`config.mk`:
```
export PLATFORM = sky130hd
export DESIGN_NAME = spi_master
export DESIGN_NICKNAME = d
export VERILOG_FILES = /design/src/common/spi_cfg_pkg.sv /design/src/common/spi_engine_pkg.sv /design/src/host_buffer/spi_host_buffer.sv /design/src/shift_engine/spi_bit_clock.sv /design/src/shift_engine/spi_shift_engine.sv /design/src/spi_master.sv
export VERILOG_INCLUDE_DIRS = /design/src /design/src/common
export SDC_FILE = /design/constraint.sdc
export NUM_CORES = 1
export LEC_CHECK = 0
export CORE_ASPECT_RATIO = 1.2
export CORE_MARGIN = 2
export CORE_UTILIZATION = 55
export CTS_CLUSTER_DIAMETER = 200
export CTS_CLUSTER_SIZE = 20
export DETAILED_ROUTE_END_ITERATION = 12
export DONT_BUFFER_PORTS = 1
export MAX_ROUTING_LAYER = met4
export PLACE_DENSITY_LB_ADDON = 0.25
export SYNTH_ARGS = -nofsm -noshare
export SYNTH_HDL_FRONTEND = slang
export SYNTH_SLANG_ARGS = --single-unit
```
`constraint.sdc`:
```
create_clock -name wr -period 2.8 [get_ports wr]
set_input_delay 0.42 -clock wr [delete_from_list [all_inputs] [get_ports wr]]
set_output_delay 0.42 -clock wr [all_outputs]
set_load 0.02 [all_outputs]
```
`src/common/spi_master_defines.svh`:
```
`ifndef SPI_MASTER_DEFINES_SVH
`define SPI_MASTER_DEFINES_SVH

//////////////////////////////////////////////////
// Frame geometry.
//////////////////////////////////////////////////

// Number of data bits carried by one SPI frame.
`define SPI_WORD_LEN 8

// Width of the bit-number field of the step counter.
// It must hold the index of the last bit of a frame.
`define SPI_BIT_NUM_W 4

// The step counter is the bit number with one phase bit below it.
`define SPI_STEP_W (`SPI_BIT_NUM_W + 1)

//////////////////////////////////////////////////
// Bit clock prescaler.
//////////////////////////////////////////////////

// Width of the prescaler select that the host writes with each word.
`define SPI_PRESC_SEL_W 3

// Width of the half-period counter. It holds the longest limit, 255.
`define SPI_PRESC_CNT_W 8

`endif

```
`src/common/spi_cfg_pkg.sv`:
```
`include "spi_master_defines.svh"

// Types that the host sees on the SPI master ports.
package spi_cfg_pkg;

    // One data word, sent or received in a single frame.
    typedef logic [`SPI_WORD_LEN-1:0] spi_word_t;

    // SPI mode as two bits, polarity above phase, so that the
    // usual mode numbers 0 to 3 map straight onto the packed value.
    typedef struct packed {
        logic cpol;  // Idle level of sck. 1 means sck idles high.
        logic cpha;  // 1 means data is sampled on the second edge.
    } spi_mode_t;

    // Prescaler select. The sck half period is 2 ** (select + 1) wr cycles,
    // so the values 0 to 7 give half periods from 2 up to 256 cycles.
    typedef logic [`SPI_PRESC_SEL_W-1:0] spi_presc_t;

endpackage

```
`src/common/spi_engine_pkg.sv`:
```
`include "spi_master_defines.svh"

// Types used only inside the shift engine.
package spi_engine_pkg;

    // Position inside a frame. The phase bit is the low bit of the count,
    // so two steps make one bit and one sck period.
    typedef struct packed {
        logic [`SPI_BIT_NUM_W-1:0] bit_num;  // Bit being transferred.
        logic                      phase;    // First or second half of the bit.
    } spi_step_pos_t;

    // The step counter is incremented as a plain count, but
    // the sampling and frame-end decisions read it as a bit position.
    typedef union packed {
        logic [`SPI_STEP_W-1:0] raw;  // Half periods since ss fell.
        spi_step_pos_t          pos;  // Same bits split into bit and phase.
    } spi_step_t;

    // Frame state. Busy covers the 16 half periods of one frame.
    typedef enum logic {
        state_idle,
        state_busy
    } spi_state_t;

endpackage

```
`src/host_buffer/spi_host_buffer.sv`:
```
module spi_host_buffer (
    input  logic                    wr,
    input  logic                    rst,
    input  logic                    send,
    input  spi_cfg_pkg::spi_word_t  data_in,
    input  spi_cfg_pkg::spi_presc_t prescaler,
    input  spi_cfg_pkg::spi_mode_t  mode,
    input  logic                    lsb_first,
    input  logic                    res_send_err,
    output logic                    send_err,
    output logic                    buff_empty,
    output logic                    tx_full,
    output spi_cfg_pkg::spi_word_t  tx_data,
    output spi_cfg_pkg::spi_presc_t tx_prescaler,
    output spi_cfg_pkg::spi_mode_t  tx_mode,
    output logic                    tx_lsb_first,
    input  logic                    take,
    input  logic                    rx_done,
    input  spi_cfg_pkg::spi_word_t  rx_data,
    input  logic                    read,
    output spi_cfg_pkg::spi_word_t  data_out,
    output logic                    char_received
);

    logic accept;  // A send that finds the buffer empty.

    assign accept     = send & ~tx_full;
    assign buff_empty = ~tx_full;  // Host may send while this is high.

    //////////////////////////////////////////////////
    // Transmit side.
    //////////////////////////////////////////////////

    // The full flag is set by an accepted send and cleared when the engine
    // takes the word. Both cannot happen together, since take needs a full buffer.
    always_ff @(posedge wr or posedge rst) begin
        if (rst) begin
            tx_full <= 1'b0;
        end else if (accept) begin
            tx_full <= 1'b1;
        end else if (take) begin
            tx_full <= 1'b0;
        end
    end

    // The word travels with the configuration that was on the bus at send time.
    always_ff @(posedge wr) begin
        if (accept) begin
            tx_data      <= data_in;
            tx_prescaler <= prescaler;
            tx_mode      <= mode;
            tx_lsb_first <= lsb_first;
        end
    end

    // A send into a full buffer is dropped and only leaves this flag behind.
    always_ff @(posedge wr or posedge rst) begin
        if (rst) begin
            send_err <= 1'b0;
        end else if (res_send_err) begin
            send_err <= 1'b0;  // Clearing wins over a new error.
        end else if (send && tx_full) begin
            send_err <= 1'b1;
        end
    end

    //////////////////////////////////////////////////
    // Receive side.
    //////////////////////////////////////////////////

    always_ff @(posedge wr) begin
        if (rx_done) begin
            data_out <= rx_data;  // Unread data is overwritten by the next frame.
        end
    end

    // A new frame keeps the flag up even if the host reads in the same cycle.
    always_ff @(posedge wr or posedge rst) begin
        if (rst) begin
            char_received <= 1'b0;
        end else if (rx_done) begin
            char_received <= 1'b1;
        end else if (read) begin
            char_received <= 1'b0;
        end
    end

    // The engine must only pull a word that the host has actually written.
    take_needs_word: assert property (@(posedge wr) disable iff (rst) take |-> tx_full)
        else $error("Shift engine took a word from an empty transmit buffer.");

endmodule

```
`src/shift_engine/spi_bit_clock.sv`:
```
`include "spi_master_defines.svh"

module spi_bit_clock (
    input  logic                    wr,
    input  logic                    rst,
    input  logic                    run,
    input  spi_cfg_pkg::spi_presc_t frame_prescaler,
    output logic                    tick
);

    logic [`SPI_PRESC_CNT_W-1:0] cnt;         // wr cycles since the last tick.
    logic [`SPI_PRESC_CNT_W-1:0] half_limit;  // Last count value of a half period.

    //////////////////////////////////////////////////
    // Half-period limit.
    //////////////////////////////////////////////////

    // The limit is 2 ** (select + 1) - 1, a run of ones that is one bit
    // longer for each step of the select. Select 0 gives 1, select 7 gives 255.
    assign half_limit = {`SPI_PRESC_CNT_W{1'b1}} >> (`SPI_PRESC_CNT_W - 1 - frame_prescaler);

    //////////////////////////////////////////////////
    // Counter.
    //////////////////////////////////////////////////

    // The counter sits at zero between frames, so every frame starts
    // with a full half period before its first tick.
    always_ff @(posedge wr or posedge rst) begin
        if (rst) begin
            cnt <= '0;
        end else if (!run) begin
            cnt <= '0;
        end else if (cnt == half_limit) begin
            cnt <= '0;  // Restart for the next half period.
        end else begin
            cnt <= cnt + 1'b1;
        end
    end

    // One cycle wide, once per half period.
    assign tick = run & (cnt == half_limit);

    // The select is latched once per frame. A change while the counter runs
    // could leave cnt above a lowered limit, and it would then wrap through 255.
    presc_held: assert property (@(posedge wr) disable iff (rst)
        run && $past(run) |-> $stable(frame_prescaler))
        else $error("Prescaler select changed while the bit clock was running.");

endmodule

```
`src/shift_engine/spi_shift_engine.sv`:
```
`include "spi_master_defines.svh"

module spi_shift_engine (
    input  logic                    wr,
    input  logic                    rst,
    input  logic                    tx_full,
    input  spi_cfg_pkg::spi_word_t  tx_data,
    input  spi_cfg_pkg::spi_presc_t tx_prescaler,
    input  spi_cfg_pkg::spi_mode_t  tx_mode,
    input  logic                    tx_lsb_first,
    output logic                    take,
    output logic                    run,
    output spi_cfg_pkg::spi_presc_t frame_prescaler,
    input  logic                    tick,
    output logic                    rx_done,
    output spi_cfg_pkg::spi_word_t  rx_data,
    output logic                    sck,
    output logic                    mosi,
    input  logic                    miso,
    output logic                    ss
);
    import spi_cfg_pkg::*;
    import spi_engine_pkg::*;

    spi_state_t state;
    spi_step_t  step;           // Half periods into the current frame.
    spi_mode_t  cfg_mode;       // Mode of the frame in flight, or of the last one.
    logic       cfg_lsb_first;
    spi_word_t  shift_out;      // Bits still to be sent, head first.
    spi_word_t  shift_in;       // Bits received so far.
    logic       mosi_q;         // Registered data bit for the slave.
    logic       sample_phase;   // This half period ends with a sample.
    logic       last_step;      // Second half of the last bit.
    logic       out_head;       // Next bit to leave shift_out.

    //////////////////////////////////////////////////
    // Step decode.
    //////////////////////////////////////////////////

    // Sampling happens on the phase that matches cpha. With cpha 0 that is
    // the first edge of each bit, with cpha 1 the second.
    assign sample_phase = (step.pos.phase == cfg_mode.cpha);
    assign last_step    = step.pos.phase && (step.pos.bit_num == `SPI_WORD_LEN - 1);
    assign out_head     = cfg_lsb_first ? shift_out[0] : shift_out[`SPI_WORD_LEN-1];

    // A word is taken only from idle, which includes the single idle
    // cycle between back-to-back frames.
    assign take = (state == state_idle) && tx_full;
    assign run  = (state == state_busy);

    //////////////////////////////////////////////////
    // Frame control.
    //////////////////////////////////////////////////

    always_ff @(posedge wr or posedge rst) begin
        if (rst) begin
            state           <= state_idle;
            step            <= '0;
            ss              <= 1'b1;
            cfg_mode        <= '0;    // Mode 0, so sck idles low out of reset.
            cfg_lsb_first   <= 1'b0;
            frame_prescaler <= '0;
            mosi_q          <= 1'b1;
            rx_done         <= 1'b0;
        end else begin
            rx_done <= 1'b0;
            if (take) begin
                // Latch the whole configuration so the host can change it mid-frame.
                state           <= state_busy;
                step            <= '0;
                ss              <= 1'b0;
                cfg_mode        <= tx_mode;
                cfg_lsb_first   <= tx_lsb_first;
                frame_prescaler <= tx_prescaler;
                // First bit goes out with ss. Phase 0 slaves sample it on the first edge.
                mosi_q <= tx_lsb_first ? tx_data[0] : tx_data[`SPI_WORD_LEN-1];
            end else if (run && tick) begin
                step.raw <= step.raw + 1'b1;
                if (!sample_phase && !last_step) begin
                    mosi_q <= out_head;  // Drive on the edge away from the sample.
                end
                if (last_step) begin
                    step    <= '0;        // Phase 0 again, so sck returns to idle.
                    state   <= state_idle;
                    ss      <= ~tx_full;  // Stay selected if another word waits.
                    rx_done <= 1'b1;      // shift_in holds the full word next cycle.
                end
            end
        end
    end

    //////////////////////////////////////////////////
    // Shift registers.
    //////////////////////////////////////////////////

    // Both registers move on the sample phase. The outgoing side is refilled
    // with ones, which never reach the pin before the next word is loaded.
    always_ff @(posedge wr) begin
        if (take) begin
            shift_out <= tx_data;
        end else if (run && tick && sample_phase) begin
            if (cfg_lsb_first) begin
                shift_out <= {1'b1, shift_out[`SPI_WORD_LEN-1:1]};
            end else begin
                shift_out <= {shift_out[`SPI_WORD_LEN-2:0], 1'b1};
            end
        end
    end

    always_ff @(posedge wr) begin
        if (run && tick && sample_phase) begin
            if (cfg_lsb_first) begin
                shift_in <= {miso, shift_in[`SPI_WORD_LEN-1:1]};  // First bit ends at bit 0.
            end else begin
                shift_in <= {shift_in[`SPI_WORD_LEN-2:0], miso};  // First bit ends at the MSB.
            end
        end
    end

    assign rx_data = shift_in;

    //////////////////////////////////////////////////
    // Pin drive.
    //////////////////////////////////////////////////

    // The step phase is the raw clock. Polarity inverts it for idle-high modes.
    assign sck  = step.pos.phase ^ cfg_mode.cpol;
    assign mosi = ss ? 1'b1 : mosi_q;  // Line parks high while no slave is selected.

    // A frame must always end on a full sck period, leaving the clock at idle.
    idle_sck_level: assert property (@(posedge wr) disable iff (rst)
        ss |-> (sck == cfg_mode.cpol))
        else $error("sck is off its idle level while ss is high.");

endmodule

```
`src/spi_master.sv`:
```
module spi_master (
    input  logic                    wr,
    input  logic                    rst,
    input  logic                    send,
    input  spi_cfg_pkg::spi_word_t  data_in,
    input  spi_cfg_pkg::spi_presc_t prescaler,
    input  spi_cfg_pkg::spi_mode_t  mode,
    input  logic                    lsb_first,
    input  logic                    read,
    output spi_cfg_pkg::spi_word_t  data_out,
    output logic                    buff_empty,
    output logic                    send_err,
    input  logic                    res_send_err,
    output logic                    char_received,
    output logic                    sck,
    output logic                    mosi,
    input  logic                    miso,
    output logic                    ss
);
    import spi_cfg_pkg::*;

    //////////////////////////////////////////////////
    // Host buffer to shift engine.
    //////////////////////////////////////////////////

    logic       tx_full;       // A word waits for the engine.
    spi_word_t  tx_data;
    spi_presc_t tx_prescaler;
    spi_mode_t  tx_mode;
    logic       tx_lsb_first;
    logic       take;          // The engine accepts the waiting word.
    logic       rx_done;       // A frame has finished.
    spi_word_t  rx_data;

    // Shift engine to bit clock.
    logic       run;
    spi_presc_t frame_prescaler;
    logic       tick;

    spi_host_buffer i_host_buffer (
        .wr            (wr),
        .rst           (rst),
        .send          (send),
        .data_in       (data_in),
        .prescaler     (prescaler),
        .mode          (mode),
        .lsb_first     (lsb_first),
        .res_send_err  (res_send_err),
        .send_err      (send_err),
        .buff_empty    (buff_empty),
        .tx_full       (tx_full),
        .tx_data       (tx_data),
        .tx_prescaler  (tx_prescaler),
        .tx_mode       (tx_mode),
        .tx_lsb_first  (tx_lsb_first),
        .take          (take),
        .rx_done       (rx_done),
        .rx_data       (rx_data),
        .read          (read),
        .data_out      (data_out),
        .char_received (char_received)
    );

    spi_bit_clock i_bit_clock (
        .wr              (wr),
        .rst             (rst),
        .run             (run),
        .frame_prescaler (frame_prescaler),
        .tick            (tick)
    );

    spi_shift_engine i_shift_engine (
        .wr              (wr),
        .rst             (rst),
        .tx_full         (tx_full),
        .tx_data         (tx_data),
        .tx_prescaler    (tx_prescaler),
        .tx_mode         (tx_mode),
        .tx_lsb_first    (tx_lsb_first),
        .take            (take),
        .run             (run),
        .frame_prescaler (frame_prescaler),
        .tick            (tick),
        .rx_done         (rx_done),
        .rx_data         (rx_data),
        .sck             (sck),
        .mosi            (mosi),
        .miso            (miso),
        .ss              (ss)
    );

endmodule
```
==> results.toml <==
[placed_design]
place_ws_ns = 0.591
hpwl_um = 3290
place.gp.congestion = 0.821
numPortBuffers = 0

[final_layout]
seqCellArea_um2 = 1790
diodes = 0
drive_gt1_frac = 0.190
fin_util = 0.615
areaGrowthSynthToFinish_pct = 9.18
multi_input_area_um2 = 1060
finalNetCount = 259
nFillCells = 418

[sta]
finalHoldViolations = 0
tns_ns = 0
relSlewSlack = 0.318
fin_ws_ns = 0.575
finalClockSkew_ns = 0.0147
period_needed_ns = 2.23
worst_hold_slack_ns = 0.135
fin_crit_sh = 0.795
timing.fmax_mhz = 449
worst-slew-pin-transition_ns = 1.02
setup_viol = 0
slew_violations = 0
rsz0062_at_grt = "no"

[synth]
async_reset_ff_frac = 0.406
yosysSeqAreaShare = 0.609
synth-edff-count = 38
ys_ff_latch = 64
synth_cells = 232
synth_warnings = 0
syn_area_um2 = 2940
synth_area_per_cell_um2 = 12.7
synth_cell_types = 56
syn_nets = 254
synth_ff_type = "edfxtp_1"

[drt]
first_pass_iters = 4
drt_iter0_markers = 103
vias_per_cell = 5.70
drcViolationCount = 0
vias = 1732
routed_wl_um = 4790
ant_nets = 0
wl_per_cell_um = 15.8

[critical_path]
cpMostUsedCell = "a211o_1"
reg2reg_setup_slack_ns = 0.57
required_ns = 2.85
start_kind = "flop"
endpoint_kind = "flop"
critPathMaxStageDelay_ns = 0.51
arrival_ns = 2.27
cp.buffers_inverters = 1
crit_chain = "a2111o_1 > a211o_1 > a211o_1 > o21ai_1 > buf_4"
critical_path_class = "flop to flop"
crit_slowest_cell = "dfrtp_1"
cpLargestDelayFamily = "compound AO/OA/AOI/OAI gates"
crit_fanout = 10

[clock_tree]
cts_post_setup_buffers_inserted = 0
clock_path_buffers = 2
cts_hold_buf = 0
cts_resized = 0
cts_tree = "yes"
htree_num_levels = 3
cts.clk_slew.worst_paths_ns = 0.08
numCtsBuffers = 9
clkLatencyLatePin_ns = 0.34
numClockSinks = 64
root_buffer = "clkbuf_8"

[global_route]
grt_pass1_vias = 1693
grt_pass1_wl_um = 8040
grt_max_degree = 27
overflow = 0
top_usage_layer = "met2"
use_met3 = 0.0660
use_met2 = 0.270
grt_use_total = 0.186
grtUsageMet1 = 0.235
antenna_found_initial = 0

[power_and_ir_drop]
leakagePower_nw = 1.22
powerDensity_nw_per_um2 = 1020
p_clk_frac = 0.260
switchingPower_w = 0.00115
p_seq_frac = 0.454
vdd_ir_drop_max_uv = 575
power_w = 0.00329
intPower_w = 0.00214
pwr-share-comb = 0.286
p_sw_frac = 0.349

[floorplanning]
die_y_um = 84.1
initial_core_util = 0.563
num_rows = 29
core-area_um2 = 5230
ios = 34
fp.dieW_um = 70.8
die_area_um2 = 5960

[flow_run]
drv_cap = 0

[hold_path]
min_path_type = "input pin to flop"

[run_status]
status = "finished clean"
## registers in the layout (all words and copies together), names as in the netlist, 2 cells and up
signal                          cells
i_shift_engine.rx_data              8
i_host_buffer.data_out              8
i_shift_engine.frame_prescaler      3
i_host_buffer.tx_prescaler          3
i_bit_clock.cnt                     8
i_host_buffer.tx_mode               2
i_shift_engine.step                 5
i_shift_engine.cfg_mode             2
i_host_buffer.tx_data               8
i_shift_engine.shift_out            8
## cells in the final DEF (no fill, tap or decap), drive strengths merged, types with 3 or more instances in the layout
cell type and count:
edfxtp 38, nor4 3, nor3 3, a21oi 4, nand4 4, nor2 16, buf 4, mux2i 11
o31ai 4, mux2 8, inv 11, xor2 6, dfrtp 24, nor2b 3, nand2 36, nand3 4
o21ai 9, clkbuf 9, xnor2 4, a21o 3
## final cells by class
cell class                      count  share of cell area
Clock inverter                      7              0.0288
Clock buffer                        9              0.0385
Sequential cell                    64               0.558
Tap cell                           62              0.0241
Multi-Input combinational cell    149               0.330
Inverter                            9              0.0105
Timing Repair Buffer                4             0.00934
## through the flow
step / area (um2) / std cells
finish: 3210 / 304
global route: 3210 / 304
CTS: 3210 / 304
detailed placement: 3000 / 288
global placement: 3000 / 288
floorplan: 2940 / 232
## power groups by stage
stage,clock [W],sequential [W],combinational (W)
3_5_place_dp,0,0.00151,0.000944
3_3_place_gp,0,0.00150,0.000923
5_1_grt,0.000915,0.00153,0.00104
2_1_floorplan,0,0.00135,0.000930
6_report,0.000856,0.00149,0.000942
4_1_cts,0.000879,0.00149,0.000947
## layer usage
layer | vias up | part of all wire
li1 | 855 | -
met1 | 824 | 0.47
met2 | 45 | 0.47
met3 | 8 | 0.040
met4 | 0 | 0.019
met5 | - | 0
## path summary, 6_finish.rpt
check	startpoint	end	depth (start not counted)
worst max-delay path	i_shift_engine.frame_prescaler[1]$_DFFE_PP0P_	i_shift_engine.shift_out[5]$_DFFE_PP_	5
worst min-delay path	res_send_err	i_host_buffer.send_err$_DFFE_PP0P_	1
worst max register to register	i_shift_engine.frame_prescaler[1]$_DFFE_PP0P_	i_shift_engine.shift_out[5]$_DFFE_PP_	5
worst min register to register	i_host_buffer.tx_prescaler[2]$_DFFE_PP_	i_shift_engine.frame_prescaler[2]$_DFFE_PP0P_	2
max in group asynchronous	rst	i_bit_clock.cnt[3]$_DFF_PP0_	1
min in group asynchronous	rst	i_shift_engine.frame_prescaler[2]$_DFFE_PP0P_	1
## worst reg2reg max path, stage by stage, from the launching register on
cell      delay, ns
dfrtp_1        0.51
a2111o_1       0.51
a211o_1        0.27
a211o_1        0.31
o21ai_1        0.14
buf_4          0.19
## Yosys cell counts, types with 3 or more instances
cell      instances  area (um2)
clkbuf_1          5        18.8
o21ai_0           7        35.0
a21o_1            3        22.5
mux2i_1          11         110
edfxtp_1         38        1140
nor2b_1           3        18.8
inv_1             9        33.8
xor2_1            6        52.6
nand3_1           4        20.0
xnor2_1           3        26.3
nor2_1           15        56.3
nand4_1           4        25.0
dfrtp_1          24         601
nand2_1          36         135
mux2_2            8        90.1
## cell families after synthesis
group,after synthesis,synth area share
AO/OA/AOI/OAI,37,0.109
XOR/XNOR,10,0.0361
adder cells (fa/ha/maj),2,0.00850
buffers and inverters,19,0.0297
flip-flops,64,0.609
multiplexers,19,0.0680
AND/OR/NAND/NOR,81,0.139
No activity file was read; power rests on OpenSTA's default activity.
